File: src/cmd_pkg.sv
`default_nettype none

package cmd_pkg;

    // Opcode in bits 7:6 of the command byte
    typedef enum logic [1:0] {
        op_rdreg  = 2'b00,
        op_rdcrc  = 2'b01,
        op_wrreg  = 2'b10,
        op_rddata = 2'b11
    } cmd_op_e;

    // One-hot sequencer state
    typedef enum logic [4:0] {
        st_idle      = 5'b00001,
        st_read_reg  = 5'b00010,
        st_write_reg = 5'b00100,
        st_read_data = 5'b01000,
        st_read_crc  = 5'b10000
    } seq_state_e;

    localparam int REG_ADDR_W = 6;
    localparam int STATUS_W   = 14;

    typedef logic [REG_ADDR_W-1:0] reg_addr_t;
    typedef logic [STATUS_W-1:0]   status_t;
    typedef logic [15:0]           tx_word_t;

    ////////////////////
    // Reply tags and register map
    ////////////////////
    localparam logic [1:0] RESP_STATUS  = 2'b01;
    localparam logic [7:0] RESP_REGDATA = 8'hC0;

    localparam reg_addr_t CFG_LAST_ADDR  = 6'h23;
    localparam reg_addr_t STATUS_LO_ADDR = 6'h24;
    localparam reg_addr_t STATUS_HI_ADDR = 6'h25;

    // Writable while sampling
    localparam reg_addr_t SAFE_ADDR_AFERST = 6'h12;
    localparam reg_addr_t SAFE_ADDR_13     = 6'h13;
    localparam reg_addr_t SAFE_ADDR_23     = 6'h23;

    // CRC-16-CCITT
    localparam tx_word_t CRC_INIT = 16'hFFFF;
    localparam tx_word_t CRC_POLY = 16'h1021;

    ////////////////////
    // Bundles
    ////////////////////
    typedef struct packed {
        logic       byte_rcvd;
        logic       word_rcvd;
        logic [7:0] cmd_byte;
        logic [7:0] data_byte;
    } spi_rx_t;

    typedef struct packed {
        logic       wr_en;
        reg_addr_t  addr;
        logic [7:0] value;
    } cfg_wr_t;

    // One word into the CRC, MSB first
    function automatic tx_word_t crc_next(input tx_word_t crc_in, input tx_word_t data_in);
        tx_word_t crc;
        crc = crc_in;
        for (int i = 15; i >= 0; i--) begin
            if (crc[15] ^ data_in[i]) begin
                crc = {crc[14:0], 1'b0} ^ CRC_POLY;
            end else begin
                crc = {crc[14:0], 1'b0};
            end
        end
        return crc;
    endfunction

endpackage

`default_nettype wire

File: src/status_sync.sv
`timescale 1ns/1ps
`default_nettype none

module status_sync (
    input  wire               sck,
    input  wire               nrst,
    input  wire cmd_pkg::status_t status,
    input  wire               ensamp,
    output cmd_pkg::status_t  status_s,
    output logic              ensamp_s
);

    // First stage, may go metastable
    cmd_pkg::status_t status_meta;
    logic             ensamp_meta;

    always_ff @(posedge sck or negedge nrst) begin
        if (!nrst) begin
            status_meta <= '0;
            ensamp_meta <= 1'b0;
            status_s    <= '0;
            ensamp_s    <= 1'b0;
        end else begin
            status_meta <= status;
            ensamp_meta <= ensamp;
            // Second stage, safe to use in SCK domain
            status_s    <= status_meta;
            ensamp_s    <= ensamp_meta;
        end
    end

endmodule

`default_nettype wire

File: src/cmd_sequencer.sv
`timescale 1ns/1ps
`default_nettype none

module cmd_sequencer (
    input  wire                      sck,
    input  wire                      nrst,
    input  wire                      cs,
    input  wire cmd_pkg::spi_rx_t    rx,
    input  wire cmd_pkg::status_t    status_s,
    input  wire cmd_pkg::tx_word_t   reg_rsp,
    input  wire cmd_pkg::tx_word_t   data_rsp,
    input  wire cmd_pkg::tx_word_t   crc_rsp,
    output cmd_pkg::seq_state_e      state,
    output cmd_pkg::reg_addr_t       reg_addr,
    output logic                     second_word,
    output cmd_pkg::tx_word_t        tx_buff
);

    cmd_pkg::seq_state_e next_state;
    cmd_pkg::cmd_op_e    op;
    logic                addr_zero;
    logic                cmd_start;

    // Command byte fields
    assign op        = cmd_pkg::cmd_op_e'(rx.cmd_byte[7:6]);
    assign addr_zero = (rx.cmd_byte[5:0] == '0);
    assign cmd_start = rx.byte_rcvd && (state == cmd_pkg::st_idle);

    ////////////////////
    // Next state
    ////////////////////
    always_comb begin
        next_state = state;
        unique case (state)
            cmd_pkg::st_idle: begin
                if (rx.byte_rcvd) begin
                    unique case (op)
                        cmd_pkg::op_rdreg: next_state = cmd_pkg::st_read_reg;
                        cmd_pkg::op_wrreg: next_state = cmd_pkg::st_write_reg;
                        // Burst and CRC need a zero address field
                        cmd_pkg::op_rddata: begin
                            if (addr_zero) begin
                                next_state = cmd_pkg::st_read_data;
                            end
                        end
                        cmd_pkg::op_rdcrc: begin
                            if (addr_zero) begin
                                next_state = cmd_pkg::st_read_crc;
                            end
                        end
                        default: next_state = cmd_pkg::st_idle;
                    endcase
                end
            end
            // Status word, then register data
            cmd_pkg::st_read_reg: begin
                if (rx.word_rcvd && second_word) begin
                    next_state = cmd_pkg::st_idle;
                end
            end
            cmd_pkg::st_write_reg,
            cmd_pkg::st_read_crc: begin
                if (rx.word_rcvd) begin
                    next_state = cmd_pkg::st_idle;
                end
            end
            // Burst runs until deselect
            cmd_pkg::st_read_data: next_state = cmd_pkg::st_read_data;
            default: next_state = cmd_pkg::st_idle;
        endcase
    end

    // Deselect overrides everything
    always_ff @(posedge sck or negedge nrst) begin
        if (!nrst) begin
            state <= cmd_pkg::st_idle;
        end else if (cs) begin
            state <= cmd_pkg::st_idle;
        end else begin
            state <= next_state;
        end
    end

    ////////////////////
    // Address and word count
    ////////////////////
    always_ff @(posedge sck or negedge nrst) begin
        if (!nrst) begin
            reg_addr    <= '0;
            second_word <= 1'b0;
        end else if (cmd_start) begin
            reg_addr    <= rx.cmd_byte[5:0];
            second_word <= 1'b0;
        end else if ((state == cmd_pkg::st_read_reg) && rx.word_rcvd) begin
            second_word <= 1'b1;
        end
    end

    // Reply word follows state directly
    always_comb begin
        unique case (state)
            cmd_pkg::st_read_reg: begin
                tx_buff = second_word ? reg_rsp : {status_s, cmd_pkg::RESP_STATUS};
            end
            cmd_pkg::st_read_data: tx_buff = data_rsp;
            cmd_pkg::st_read_crc:  tx_buff = crc_rsp;
            // Idle and write both ack with status
            default: tx_buff = {status_s, cmd_pkg::RESP_STATUS};
        endcase
    end

endmodule

`default_nettype wire

File: src/reg_access.sv
`timescale 1ns/1ps
`default_nettype none

module reg_access #(
    parameter int CFG_BYTES = 36
) (
    input  wire                       sck,
    input  wire                       nrst,
    input  wire cmd_pkg::spi_rx_t     rx,
    input  wire cmd_pkg::seq_state_e  state,
    input  wire cmd_pkg::reg_addr_t   reg_addr,
    input  wire [CFG_BYTES*8-1:0]     cfg_data,
    input  wire cmd_pkg::status_t     status_s,
    input  wire                       ensamp_s,
    output cmd_pkg::tx_word_t         reg_rsp,
    output cmd_pkg::cfg_wr_t          cfg_wr
);

    logic               cfg_hit;
    logic               safe_hit;
    logic               wr_ok;
    logic [7:0]         rd_byte;
    logic               wr_en_q;
    cmd_pkg::reg_addr_t wr_addr_q;
    logic [7:0]         wr_value_q;

    ////////////////////
    // Read data
    ////////////////////
    assign cfg_hit = (reg_addr <= cmd_pkg::CFG_LAST_ADDR);

    always_comb begin
        if (cfg_hit) begin
            rd_byte = cfg_data[8*reg_addr +: 8];
        end else if (reg_addr == cmd_pkg::STATUS_LO_ADDR) begin
            rd_byte = status_s[7:0];
        end else if (reg_addr == cmd_pkg::STATUS_HI_ADDR) begin
            // Upper status bits, zero padded
            rd_byte = {{(16 - cmd_pkg::STATUS_W){1'b0}}, status_s[cmd_pkg::STATUS_W-1:8]};
        end else begin
            // Unmapped
            rd_byte = 8'h00;
        end
    end

    assign reg_rsp = {cmd_pkg::RESP_REGDATA, rd_byte};

    ////////////////////
    // Write protection
    ////////////////////
    // Registers that tolerate a change while sampling
    assign safe_hit = (reg_addr == cmd_pkg::SAFE_ADDR_AFERST) ||
                      (reg_addr == cmd_pkg::SAFE_ADDR_13) ||
                      (reg_addr == cmd_pkg::SAFE_ADDR_23);

    assign wr_ok = cfg_hit && (!ensamp_s || safe_hit);

    // Strobe, single cycle
    always_ff @(posedge sck or negedge nrst) begin
        if (!nrst) begin
            wr_en_q <= 1'b0;
        end else begin
            wr_en_q <= (state == cmd_pkg::st_write_reg) && rx.word_rcvd && wr_ok;
        end
    end

    // Address and value held until next write
    always_ff @(posedge sck) begin
        if ((state == cmd_pkg::st_write_reg) && rx.word_rcvd && wr_ok) begin
            wr_addr_q  <= reg_addr;
            wr_value_q <= rx.data_byte;
        end
    end

    assign cfg_wr = '{wr_en: wr_en_q, addr: wr_addr_q, value: wr_value_q};

endmodule

`default_nettype wire

File: src/sample_readout.sv
`timescale 1ns/1ps
`default_nettype none

module sample_readout #(
    parameter int SAMPLE_WORDS = 8
) (
    input  wire                       sck,
    input  wire                       nrst,
    input  wire                       cs,
    input  wire cmd_pkg::spi_rx_t     rx,
    input  wire cmd_pkg::seq_state_e  state,
    input  wire [SAMPLE_WORDS*16-1:0] adc_data,
    output cmd_pkg::tx_word_t         data_rsp,
    output cmd_pkg::tx_word_t         crc_rsp,
    output logic                      fifo_pop
);

    localparam int CNT_W = (SAMPLE_WORDS > 1) ? $clog2(SAMPLE_WORDS) : 1;

    logic              in_burst;
    logic              in_burst_q;
    logic              burst_start;
    logic [CNT_W-1:0]  word_cnt;
    logic              last_word;
    logic              sample_done;
    cmd_pkg::tx_word_t crc_q;
    cmd_pkg::tx_word_t crc_base;

    assign in_burst    = (state == cmd_pkg::st_read_data);
    // First cycle of a burst
    assign burst_start = in_burst && !in_burst_q;
    assign last_word   = (word_cnt == CNT_W'(SAMPLE_WORDS - 1));

    ////////////////////
    // Word counter
    ////////////////////
    always_ff @(posedge sck or negedge nrst) begin
        if (!nrst) begin
            in_burst_q  <= 1'b0;
            word_cnt    <= '0;
            sample_done <= 1'b0;
        end else begin
            in_burst_q <= in_burst;
            if (!in_burst) begin
                word_cnt    <= '0;
                sample_done <= 1'b0;
            end else if (rx.word_rcvd) begin
                // Wrap into next sample
                word_cnt    <= last_word ? '0 : word_cnt + 1'b1;
                sample_done <= last_word;
            end
        end
    end

    // Lowest word first
    assign data_rsp = adc_data[16*word_cnt +: 16];

    ////////////////////
    // FIFO pop
    ////////////////////
    // Full sample, or a partial one cut by CS
    always_ff @(posedge sck or negedge nrst) begin
        if (!nrst) begin
            fifo_pop <= 1'b0;
        end else begin
            fifo_pop <= in_burst && ((rx.word_rcvd && last_word) || (cs && !sample_done));
        end
    end

    ////////////////////
    // CRC
    ////////////////////
    // Restart from init at burst entry
    assign crc_base = burst_start ? cmd_pkg::CRC_INIT : crc_q;

    always_ff @(posedge sck or negedge nrst) begin
        if (!nrst) begin
            crc_q <= cmd_pkg::CRC_INIT;
        end else if (in_burst && rx.word_rcvd) begin
            crc_q <= cmd_pkg::crc_next(crc_base, data_rsp);
        end else if (burst_start) begin
            crc_q <= cmd_pkg::CRC_INIT;
        end
    end

    // Held after burst for a later CRC read
    assign crc_rsp = crc_q;

endmodule

`default_nettype wire

File: src/spi_cmd_top.sv
`timescale 1ns/1ps
`default_nettype none

module spi_cmd_top #(
    parameter int CFG_BYTES    = 36,
    parameter int SAMPLE_WORDS = 8
) (
    input  wire                       sck,
    input  wire                       nrst,
    input  wire                       cs,
    input  wire cmd_pkg::spi_rx_t     rx,
    input  wire [CFG_BYTES*8-1:0]     cfg_data,
    input  wire [SAMPLE_WORDS*16-1:0] adc_data,
    input  wire cmd_pkg::status_t     status,
    input  wire                       ensamp,
    output cmd_pkg::tx_word_t         tx_buff,
    output cmd_pkg::cfg_wr_t          cfg_wr,
    output logic                      fifo_pop
);

    // Synchronized inputs
    cmd_pkg::status_t    status_s;
    logic                ensamp_s;
    // Sequencer state
    cmd_pkg::seq_state_e state;
    cmd_pkg::reg_addr_t  reg_addr;
    // Candidate reply words
    cmd_pkg::tx_word_t   reg_rsp;
    cmd_pkg::tx_word_t   data_rsp;
    cmd_pkg::tx_word_t   crc_rsp;

    status_sync status_sync_i (
        .sck      (sck),
        .nrst     (nrst),
        .status   (status),
        .ensamp   (ensamp),
        .status_s (status_s),
        .ensamp_s (ensamp_s)
    );

    cmd_sequencer cmd_sequencer_i (
        .sck         (sck),
        .nrst        (nrst),
        .cs          (cs),
        .rx          (rx),
        .status_s    (status_s),
        .reg_rsp     (reg_rsp),
        .data_rsp    (data_rsp),
        .crc_rsp     (crc_rsp),
        .state       (state),
        .reg_addr    (reg_addr),
        .second_word (),
        .tx_buff     (tx_buff)
    );

    reg_access #(
        .CFG_BYTES (CFG_BYTES)
    ) reg_access_i (
        .sck      (sck),
        .nrst     (nrst),
        .rx       (rx),
        .state    (state),
        .reg_addr (reg_addr),
        .cfg_data (cfg_data),
        .status_s (status_s),
        .ensamp_s (ensamp_s),
        .reg_rsp  (reg_rsp),
        .cfg_wr   (cfg_wr)
    );

    sample_readout #(
        .SAMPLE_WORDS (SAMPLE_WORDS)
    ) sample_readout_i (
        .sck      (sck),
        .nrst     (nrst),
        .cs       (cs),
        .rx       (rx),
        .state    (state),
        .adc_data (adc_data),
        .data_rsp (data_rsp),
        .crc_rsp  (crc_rsp),
        .fifo_pop (fifo_pop)
    );

endmodule

`default_nettype wire

File: config.mk
export PLATFORM = sky130hd
export DESIGN_NAME = spi_cmd_top
export DESIGN_NICKNAME = d
export VERILOG_FILES = /design/src/cmd_pkg.sv /design/src/status_sync.sv /design/src/cmd_sequencer.sv /design/src/reg_access.sv /design/src/sample_readout.sv /design/src/spi_cmd_top.sv
export SDC_FILE = /design/constraint.sdc
export NUM_CORES = 1
export LEC_CHECK = 0
export BUFFER_PORTS_ARGS = -buffer_cell sky130_fd_sc_hd__buf_2
export CAP_MARGIN = 30
export CORE_AREA = 2 2 186 188
export DETAILED_ROUTE_END_ITERATION = 6
export DIE_AREA = 0 0 188 190
export SLEW_MARGIN = 20
export SYNTH_ARGS = -nofsm -noshare
export SYNTH_HDL_FRONTEND = slang
export SYNTH_HIERARCHICAL = 1
export SYNTH_SLANG_ARGS = --single-unit
File: constraint.sdc
create_clock -name sck -period 3.71 [get_ports sck]
set_input_delay 0.371 -clock sck [delete_from_list [all_inputs] [get_ports sck]]
set_output_delay 0.371 -clock sck [all_outputs]
set_load 0.02 [all_outputs]
# --- Word-level counts from Yosys, hierarchy flattened ---
# Cells that the tools add are included.
totals:
  register_bits: 79
  latchBits: 0
  mem_bits_rw: 0
  romBits: 0
  in_bits: 452
  output_inout_bits: 32
  elab_cells: 147
  mem_count: 0
classes:
  addsub: 1
  multipliers: 0
  div: 0
  order_cmp: 1
  n_eq_ne: 20
  n_shift: 2
  mux: 53
  n_bitwise: 32
  reduce_logical: 23
ops:
  columns: ["op", "count"]
  rows:
  - ["2-to-1 mux 16 bit", 18]
  - ["indexed part select 288 x 10 -> 8 bit", 1]
  - ["2-to-1 mux 13 bit", 16]
  - ["indexed part select 128 x 8 -> 16 bit", 1]
  - ["NOT 3 bit", 16]
  - ["one-hot mux 16 bit (3 select lines)", 1]
  - ["one-hot mux 5 bit (4 select lines)", 2]
  - ["2-to-1 mux 5 bit", 6]
  - ["equality test 6 bit (second input constant)", 3]
  - ["2-to-1 mux 8 bit", 2]
  - ["XOR 1 bit", 16]
  - ["equality test 6 x 5 -> 1 bit (second input constant)", 2]
  - ["logical AND 1 bit", 11]
  - ["2-to-1 mux 3 bit", 3]
  - ["inequality test 4 x 3 -> 1 bit (second input constant)", 2]
  - ["<= comparator 6 bit (second input constant)", 1]
  - ["logical NOT 6 bit", 1]
  - ["2-to-1 mux 6 bit", 1]
  - ["inequality test 3 bit (second input constant)", 2]
  - ["equality test 5 x 1 -> 1 bit (second input constant)", 1]
  - ["equality test 5 x 2 -> 1 bit (second input constant)", 1]
  - ["equality test 5 x 3 -> 1 bit (second input constant)", 1]
  - ["equality test 5 x 4 -> 1 bit (second input constant)", 1]
  - ["equality test 5 bit (second input constant)", 1]
  - ["other kinds (13)", 22]

# --- Logic depth before layout (Yosys ltp) ---
# Gate-level depths: netlist (run 1).
depth:
  depth_word: 51
  mapped_depth: 12
  mapped_depth_nobuf: 9

# --- By module ---
# Netlist (run 1), hierarchy kept.
by_module_without_submodules:
  columns: ["mod", "instances", "cells_per_inst", "area_each_um2", "seq_area_each_um2"]
  rows:
  - ["reg_access", 1, 306, 3296.9, 445.4]
  - ["sample_readout", 1, 239, 2783.9, 570.5]
  - ["cmd_sequencer", 1, 98, 983.4, 301.5]
  - ["status_sync", 1, 30, 750.7, 750.7]

# --- Worst setup path before layout (run 1) ---
# Ideal clock, no wire load.
synth_path:
  kind: "register to register"
  start: "register sample_readout_i.word_cnt[0]"
  end: "register sample_readout_i.crc_q[14] (netlist: sample_readout_i/crc_rsp[14])"
  setup_ns: 0.075
  t_arrival_ns: 2.653
  required_time_ns: 3.635
  path_slack_ns: 0.981
  path_stages_with_launch: 11
  n_path_buf: 2
  period_less_slack_ns: 2.729
  path_cell_list: "dfrtp_1 -> buf_6 -> buf_12 -> mux4_1 -> mux2_2 -> xor2_1 -> xnor3_2 -> xnor2_4 -> xnor2_1 -> nor2_1 -> xnor2_1"
synth_via:
  word_cells_on_any_way: 38
  cone_classes: "shift: 1; mux: 28; bitwise: 9"
synth_lines:
  columns: ["element", "line", "source"]
  rows:
  - ["start, declared", "sample_readout.sv:23", "logic [CNT_W-1:0] word_cnt;"]
  - ["start signal, assigned", "sample_readout.sv:49", "word_cnt <= last_word ? '0 : word_cnt + 1'b1;"]
  - ["indexed part select 128 x 8 -> 16 bit", "sample_readout.sv:56", "assign data_rsp = adc_data[16*word_cnt +: 16];"]
  - ["net data_rsp[6]", "spi_cmd_top.sv:29", "cmd_pkg::tx_word_t data_rsp;"]
  - ["XOR 1 bit", "cmd_pkg.sv:69", "if (crc[15] ^ data_in[i]) begin"]
  - ["2-to-1 mux 13 bit", "cmd_pkg.sv:69", null]
  - ["2-to-1 mux 16 bit (4 in series)", "sample_readout.sv:79", "end else if (in_burst && rx.word_rcvd) begin"]
  - ["XOR 1 bit", "cmd_pkg.sv:69", null]
  - ["2-to-1 mux 13 bit", "cmd_pkg.sv:69", null]
  - ["2-to-1 mux 16 bit (3 in series)", "sample_readout.sv:79", null]
  - ["end signal, assigned", "sample_readout.sv:78", "crc_q <= cmd_pkg::CRC_INIT;"]
  - ["end signal, assigned", "sample_readout.sv:80", "crc_q <= cmd_pkg::crc_next(crc_base, data_rsp);"]
  - ["end signal, assigned", "sample_readout.sv:82", "crc_q <= cmd_pkg::CRC_INIT;"]
  - ["end, declared", "sample_readout.sv:26", "cmd_pkg::tx_word_t crc_q;"]
# The timed path passes the listed nets, and every way through them passes these cells. The select of a mux whose other input is x is not followed.
# A chain may end at the register's enable or synchronous reset.

# --- Final worst setup path (run 1) ---
layout_path:
  start: "register cmd_sequencer_i.reg_addr[0]"
  end: "output port tx_buff[0]"
layout_via:
  elab_chain_len: 6
  word_cells_on_any_way: 9
  cone_classes: "order compare: 1; eq/ne: 2; shift: 1; mux: 5"
layout_rtl:
  columns: ["element", "line", "source"]
  rows:
  - ["start, declared", "cmd_sequencer.sv:14", "output cmd_pkg::reg_addr_t reg_addr,"]
  - ["start signal, assigned", "cmd_sequencer.sv:92", "reg_addr <= rx.cmd_byte[5:0];"]
  - ["parallel branches: the longest is 3 deep, another holds indexed part select 288 x 10 -> 8 bit", null, null]
  - ["2-to-1 mux 8 bit *", "reg_access.sv:33", "if (cfg_hit) begin"]
  - ["net reg_rsp[0]", "spi_cmd_top.sv:28", "cmd_pkg::tx_word_t reg_rsp;"]
  - ["2-to-1 mux 16 bit *", "cmd_sequencer.sv:103", "tx_buff = second_word ? reg_rsp : {status_s, cmd_pkg::RESP_STATUS};"]
  - ["one-hot mux 16 bit (3 select lines) *", "cmd_sequencer.sv:101", "unique case (state)"]
  - ["end, declared", "spi_cmd_top.sv:16", "output cmd_pkg::tx_word_t tx_buff,"]
# Mark *: on every way through the listed nets, which the timed path passes.

==> results of run 1 <==
## power by group through the flow
stage	Clock, mW	Combinational, mW	Sequential [mW]
2_1_floorplan	0	2.98	1.15
3_3_place_gp	0	3.88	1.32
3_5_place_dp	0	3.89	1.32
4_1_cts	0.938	3.91	1.31
5_1_grt	0.970	4.26	1.31
6_report	0.907	3.95	1.29
## final cells by class
| cell class | instances | share of cell area, % |
|---|---|---|
| clock buffers | 9 | 2.05 |
| repair buffers | 515 | 25.0 |
| flip-flops and latches | 79 | 18.9 |
| multi-input cells | 527 | 47.7 |
| clock inverters | 7 | 0.672 |
| inverters | 11 | 0.410 |
| diodes | 2 | 0.0456 |
| well taps | 455 | 5.18 |
## flip-flops by register name (all words and copies together) (netlist names), 3 cells and up
signal / flops
sample_readout_i/crc_rsp: 16
status_sync_i/status_meta: 14
reg_access_i/wr_value_q: 8
cmd_sequencer_i/reg_addr: 6
status_sync_i/status_s: 14
reg_access_i/wr_addr_q: 6
sample_readout_i/word_cnt: 3
cmd_sequencer_i/state: 5
## timing repair
item	CTS	global route
endpoints found under the hold margin	0	0
gates resized for setup	0	3
setup endpoints to repair	0	1
setup buffers	0	8
## per-stage QoR
stage,worst slack [ns],total power [mW],cells
after global placement,0.466,5.20,1578
after global routing,0.0329,6.54,1605
after CTS,0.106,6.15,1595
after floorplan,0.981,4.13,679
final,0.174,6.15,1605
after detailed placement,0.491,5.21,1579
## metal layers
metal  vias up  part of all wire [%]  track usage (%)
li1       3584                     -                -
met1      3650                    37             20.0
met2       381                    55             36.8
met3        40                   5.6             3.04
met4         4                   2.3             4.72
met5         -                 0.061                0
## cells in the final DEF (no fill, tap or decap), drive strengths merged, types with 8 or more instances in the layout
cell    count
a221o      14
buf       515
a22o       14
o211ai     17
mux2i      71
nand3      10
mux2       38
a221oi     18
xnor2      33
nor3       10
nor2       43
nand2      46
conb        8
xor2       11
o21ai      10
mux4       60
dfstp      17
edfxtp     14
inv        16
clkbuf      9
nor2b      15
dfrtp      48
a21oi      27
a22oi       8
## kinds of logic (layout without fill, tap and decap cells)
kind of cell	Yosys count	count (layout)	share of synthesized area, %
buffers and inverters	73	542	6.76
XOR/XNOR	53	53	9.00
AND/OR/NAND/NOR	150	150	9.48
AO/OA/AOI/OAI	145	145	14.8
other	2	10	0.0961
multiplexers	169	169	33.1
flip-flops	79	79	26.5
adder cells (fa/ha/maj)	2	2	0.320
## how the worst max path moves through the flow
stage,slack (ns),start,endpoint,cells after the start
4_1_cts,0.11,cmd_sequencer_i/reg_addr[0],tx_buff[0],9
3_3_place_gp,0.47,cmd_sequencer_i/reg_addr[0],tx_buff[0],9
3_5_place_dp,0.49,cmd_sequencer_i/reg_addr[0],tx_buff[0],9
5_1_grt,0.03,cmd_sequencer_i/reg_addr[0],tx_buff[0],9
6_report,0.17,cmd_sequencer_i/reg_addr[0],tx_buff[0],9
2_1_floorplan,0.98,sample_readout_i/word_cnt[0],sample_readout_i/crc_rsp[14],10
==> impl_summary.log, run 1 <==
INFO  metric grt_setup_unrepaired = no
INFO  metric endpoint_kind = output port
INFO  metric ys_ff_latch = 79
INFO  metric holdCritPathClass = input port to asynchronous set/reset pin
INFO  metric top_level_ports = 484
INFO  metric synth-main-ff-cell = sky130_fd_sc_hd__dfrtp_1
INFO  metric numClockSinks = 79
INFO  metric place_congestion = 0.859
INFO  metric grt_usage = 18.5%
INFO  metric clockRootBuffer = sky130_fd_sc_hd__clkbuf_16
INFO  metric seq_power_share = 20.9%
INFO  metric regArea = 0.00208 mm2
INFO  metric worstMarginPinSlew = 0.857 ns
INFO  metric finalHoldViolCount = 0
INFO  metric buffer_ports.inserted = 483
INFO  metric timing_max_transition_violations_final = 0
INFO  metric placedInstanceArea = 0.0106 mm2
INFO  metric yosys-top-cells-area = sky130_fd_sc_hd__dfrtp_1 15%, sky130_fd_sc_hd__mux4_2 9.8%, sky130_fd_sc_hd__mux2i_1 9.1%, sky130_fd_sc_hd__mux4_1 8.7%, sky130_fd_sc_hd__dfstp_2 5.7%
INFO  metric synth_async_sr_flop_share = 82.3%
INFO  metric p_clk_share = 14.8%
INFO  metric chip_height = 190 um
INFO  metric grt_antenna_before_repair = 7
INFO  metric fraction_of_layout_instances_using_a_drive_strength_above_1 = 57.8%
INFO  metric die_area = 0.0357 mm2
INFO  metric synthesis.yosys.warnings = 6
INFO  metric post-route-cell-area = 0.0110 mm2
INFO  metric global_route.overflow_total = 0
INFO  metric worst_setup_hold_path_clk_slew = 0.07 ns
INFO  metric worstSkewPairLatency = 0.35 ns
INFO  metric area_growth = 40.5%
INFO  metric critical-path-slowest-cell = sky130_fd_sc_hd__mux4_1
INFO  metric worst_clock_skew = 0.0116 ns
INFO  metric route.detailed.drc = 0
INFO  metric fp.dieW = 188 um
INFO  metric postSynthAreaPerCell = 11.6 um2
INFO  metric placeableCoreArea = 0.0339 mm2
INFO  metric slew_headroom = 42.9%
INFO  metric power.share.switching = 42.5%
INFO  metric routed_wirelength = 34400 um
INFO  metric post_synthesis_cell_count = 673
INFO  metric timing.critical_path.cells = buf_4 -> mux4_1 -> a211o_1 -> o2111ai_1 -> a41oi_1 -> nand2b_1 -> a222oi_1 -> nand2_1 -> buf_2
INFO  metric final_util = 32.4%
INFO  metric holdWs = 0.0283 ns
INFO  metric crit_path_time_final = 3.54 ns
INFO  metric worst_r2r_startpoint = sample_readout_i/word_cnt[0]
INFO  metric nNetsFinal = 1597
INFO  metric ctsLongestPathBuffers = 2
INFO  metric routedWlPerCell = 21.4 um
INFO  metric timing.critical_path.arrival = 3.17 ns
INFO  metric synthMostInstantiatedCell = sky130_fd_sc_hd__mux2i_1
INFO  metric placementRows = 68
INFO  metric cp.buffers_inverters = 2
INFO  metric worst-path-max-fanout = 8
INFO  metric ir_drop = 0.000289 V
INFO  metric worstReg2RegEnd = sample_readout_i/crc_rsp[14]
INFO  metric power.leakage = 5.05 nW
INFO  metric relative_contribution_of_combinational_cells_to_total_power = 64.3%
INFO  metric synth_sequential_area_ratio = 26.5%
INFO  metric vias = 7659
INFO  metric r2r.worst_path.cells = 9
INFO  metric r2r_setup_slk = 0.53 ns
INFO  metric worstSetupStartpointType = flip-flop
INFO  metric critical-path-top-delay-family = compound AO/OA/AOI/OAI gates
INFO  metric multi_input_comb_area = 0.00524 mm2
INFO  metric fill_cells = 3495
INFO  metric first_pass_grt_wire_length = 48400 um
INFO  metric grt_start_max_net_pins = 44
INFO  metric synth.cells.most_frequent = 71 x sky130_fd_sc_hd__mux2i_1, 48 x sky130_fd_sc_hd__dfrtp_1, 46 x sky130_fd_sc_hd__nand2_1
INFO  metric synth.top_cell.area_share = 15.4%
INFO  metric synth_edf_count = 14
INFO  metric maxCapViolCount = 0
INFO  metric cts_hold_buf = 0
INFO  metric timing.setup.critical_path_class = flip-flop to output port
INFO  metric drt-initial-drc-count = 391
INFO  metric timing.critical_path.required = 3.34 ns
INFO  metric setup_viol = 0
INFO  metric post_synth_num_cell_types = 79
INFO  metric status = completed
INFO  metric synth_area = 0.00781 mm2
INFO  metric tritoncts = built
INFO  metric cts_max_level = 3
INFO  metric intPower = 3.53 mW
INFO  metric route.detailed.vias_per_inst = 4.77
INFO  metric post-route-period-util = 95.3%
INFO  metric max_freq = 0.283 GHz
INFO  metric route.antenna.remaining_nets = 0
INFO  metric synth_area_leader_cell = sky130_fd_sc_hd__dfrtp_1
INFO  metric dp_hpwl = 29500 um
INFO  metric power_per_cell_area = 560 mW/mm2
INFO  metric switchingPower = 2.62 mW
INFO  metric first_global_vias = 7897
INFO  metric initial_utilization = 23.0%
INFO  metric drt_pre_antenna_iters = 5
INFO  metric cts_inserted_buffers = 9
INFO  metric timing.setup.tns = 0 ns
INFO  metric slowest_delay = 0.54 ns
(Power assumes the default switching activity.)
==> inputs of run 2 (changes only) <==
- CORE_AREA: 2 2 186 188 -> 2 2 191 193
- DIE_AREA: 0 0 188 190 -> 0 0 193 195
==> impl_summary.log, run 2 (synthesized netlist as in run 1, its figures left out) <==
INFO  metric status = completed
INFO  metric grt_antenna_before_repair = 22
INFO  metric power.leakage = 5.05 nW
INFO  metric dp_hpwl = 31800 um
INFO  metric worst_setup_path_startpoint = cmd_sequencer_i/reg_addr[0]
INFO  metric worst-path-max-fanout = 13
INFO  metric timing.setup.critical_path_class = flip-flop to output port
INFO  metric clockRootBuffer = sky130_fd_sc_hd__clkbuf_16
INFO  metric vias = 7723
INFO  metric buffer_ports.inserted = 483
INFO  metric finalHoldViolCount = 0
INFO  metric routedWlPerCell = 23.0 um
INFO  metric global_route.overflow_total = 0
INFO  metric routed_wirelength = 37300 um
INFO  metric numClockSinks = 79
INFO  metric route.detailed.vias_per_inst = 4.75
INFO  metric timing_max_transition_violations_final = 0
INFO  metric final_util = 31.0%
INFO  metric maxCapViolCount = 0
INFO  metric crit_path_time_final = 3.45 ns
INFO  metric route.detailed.drc = 0
INFO  metric timing.setup.tns = 0 ns
INFO  metric ir_drop = 0.000267 V
INFO  metric grt_usage = 18.7%
INFO  metric slew_headroom = 41.4%
INFO  metric fin_cells = 1625
INFO  metric route.antenna.remaining_nets = 0
INFO  metric die_area = 0.0376 mm2
INFO  metric area_growth = 40.5%
INFO  metric worstSkewPairLatency = 0.34 ns
INFO  metric power_per_cell_area = 558 mW/mm2
INFO  metric endpoint_kind = output port
INFO  metric r2r_setup_slk = 0.47 ns
INFO  metric placementRows = 69
INFO  metric placedInstanceArea = 0.0106 mm2
INFO  metric max_freq = 0.290 GHz
INFO  metric most_frequent_cells_in_the_layout = 483 x sky130_fd_sc_hd__buf_2, 71 x sky130_fd_sc_hd__mux2i_1, 46 x sky130_fd_sc_hd__nand2_1
INFO  metric post-route-period-util = 92.9%
INFO  metric top_level_ports = 484
INFO  metric timing.critical_path.arrival = 3.08 ns
INFO  metric worst_clock_skew = 0.0122 ns
INFO  metric postLayoutSetupSlackWorst = 0.263 ns
INFO  metric holdCritPathClass = input port to asynchronous set/reset pin
INFO  metric nNetsFinal = 1602
INFO  metric worst_r2r_startpoint = sample_readout_i/word_cnt[0]
INFO  metric design_power_total = 6.12 mW
INFO  metric worstMarginPinSlew = 0.880 ns
INFO  metric chip_height = 195 um
INFO  metric first_global_vias = 7869
INFO  metric placeableCoreArea = 0.0354 mm2
INFO  metric place_congestion = 0.890
INFO  metric fraction_of_layout_instances_using_a_drive_strength_above_1 = 57.5%
INFO  metric drt-initial-drc-count = 395
INFO  metric post-route-cell-area = 0.0110 mm2
INFO  metric tritoncts = built
INFO  metric ctsLongestPathBuffers = 2
INFO  metric initial_utilization = 22.1%
INFO  metric placed_cells = 1591
INFO  metric grt_setup_unrepaired = no
INFO  metric cts_max_level = 3
INFO  metric largest_reg_flops = 16
INFO  metric fp.dieW = 193 um
INFO  metric place_worst_setup_slack = 0.407 ns
INFO  metric cts_inserted_buffers = 9
INFO  metric drt_pre_antenna_iters = 5
INFO  metric worst_setup_hold_path_clk_slew = 0.06 ns
INFO  metric cts_hold_buf = 0
INFO  metric holdWs = 0.0651 ns
INFO  metric timing.critical_path.required = 3.34 ns
INFO  metric final_common_cell = sky130_fd_sc_hd__buf_2
INFO  metric setup_viol = 0
INFO  metric worstSetupStartpointType = flip-flop
INFO  metric first_pass_grt_wire_length = 50300 um
INFO  metric grt_start_max_net_pins = 39
-- run 2: power breakdown --
part,internal [mW],total (mW),switching (mW)
Combinational,2.01,4.06,2.05
Clock,0.469,0.822,0.354
Sequential,1.07,1.24,0.169
Total,3.55,6.12,2.58
-- run 2: area by class of cell --
type	count	area (um2)
clock inverter	4	22.5
inverter	11	41.3
fill	3748	24400
clock buffer	12	246
sequential	79	2080
tap	461	577
timing repair buffer	520	2750
antenna	11	27.5
multi-input combinational	527	5240
-- run 2: worst max-delay path: stages (launching register included) --
cell and delay, ns:
sky130_fd_sc_hd__dfrtp_4 0.48, sky130_fd_sc_hd__buf_12 0.17, sky130_fd_sc_hd__mux4_1 0.55, sky130_fd_sc_hd__a211o_1 0.31, sky130_fd_sc_hd__o2111ai_1 0.15, sky130_fd_sc_hd__a41oi_1 0.26
sky130_fd_sc_hd__nand2b_1 0.22, sky130_fd_sc_hd__a222oi_1 0.30, sky130_fd_sc_hd__nand2_1 0.11, sky130_fd_sc_hd__buf_2 0.18
-- run 2: path summary, 6_finish.rpt --
kind,endpoint,depth (start not counted)
worst max register to register,sample_readout_i/crc_rsp[15],9
worst max-delay path,tx_buff[0],9
worst min register to register,status_sync_i/ensamp_s,0
min in group sck,status_sync_i/status_meta[7],1
max in group asynchronous,sample_readout_i/crc_rsp[1],2
worst min-delay path,sample_readout_i/word_cnt[2],1
-- run 2: repair_timing --
item	in CTS	in global routing
gates resized for setup	0	1
setup endpoints to repair	0	1
setup buffers	0	7
hold endpoints to repair	0	0
-- run 2: metal layers --
metal | vias to the layer above | share of wire [%] | track usage (%)
met4 | 10 | 0.90 | 4.77
met5 | - | 0.20 | 0
li1 | 3603 | - | -
met1 | 3705 | 37 | 19.9
met2 | 367 | 55 | 36.4
met3 | 38 | 7.2 | 4.15
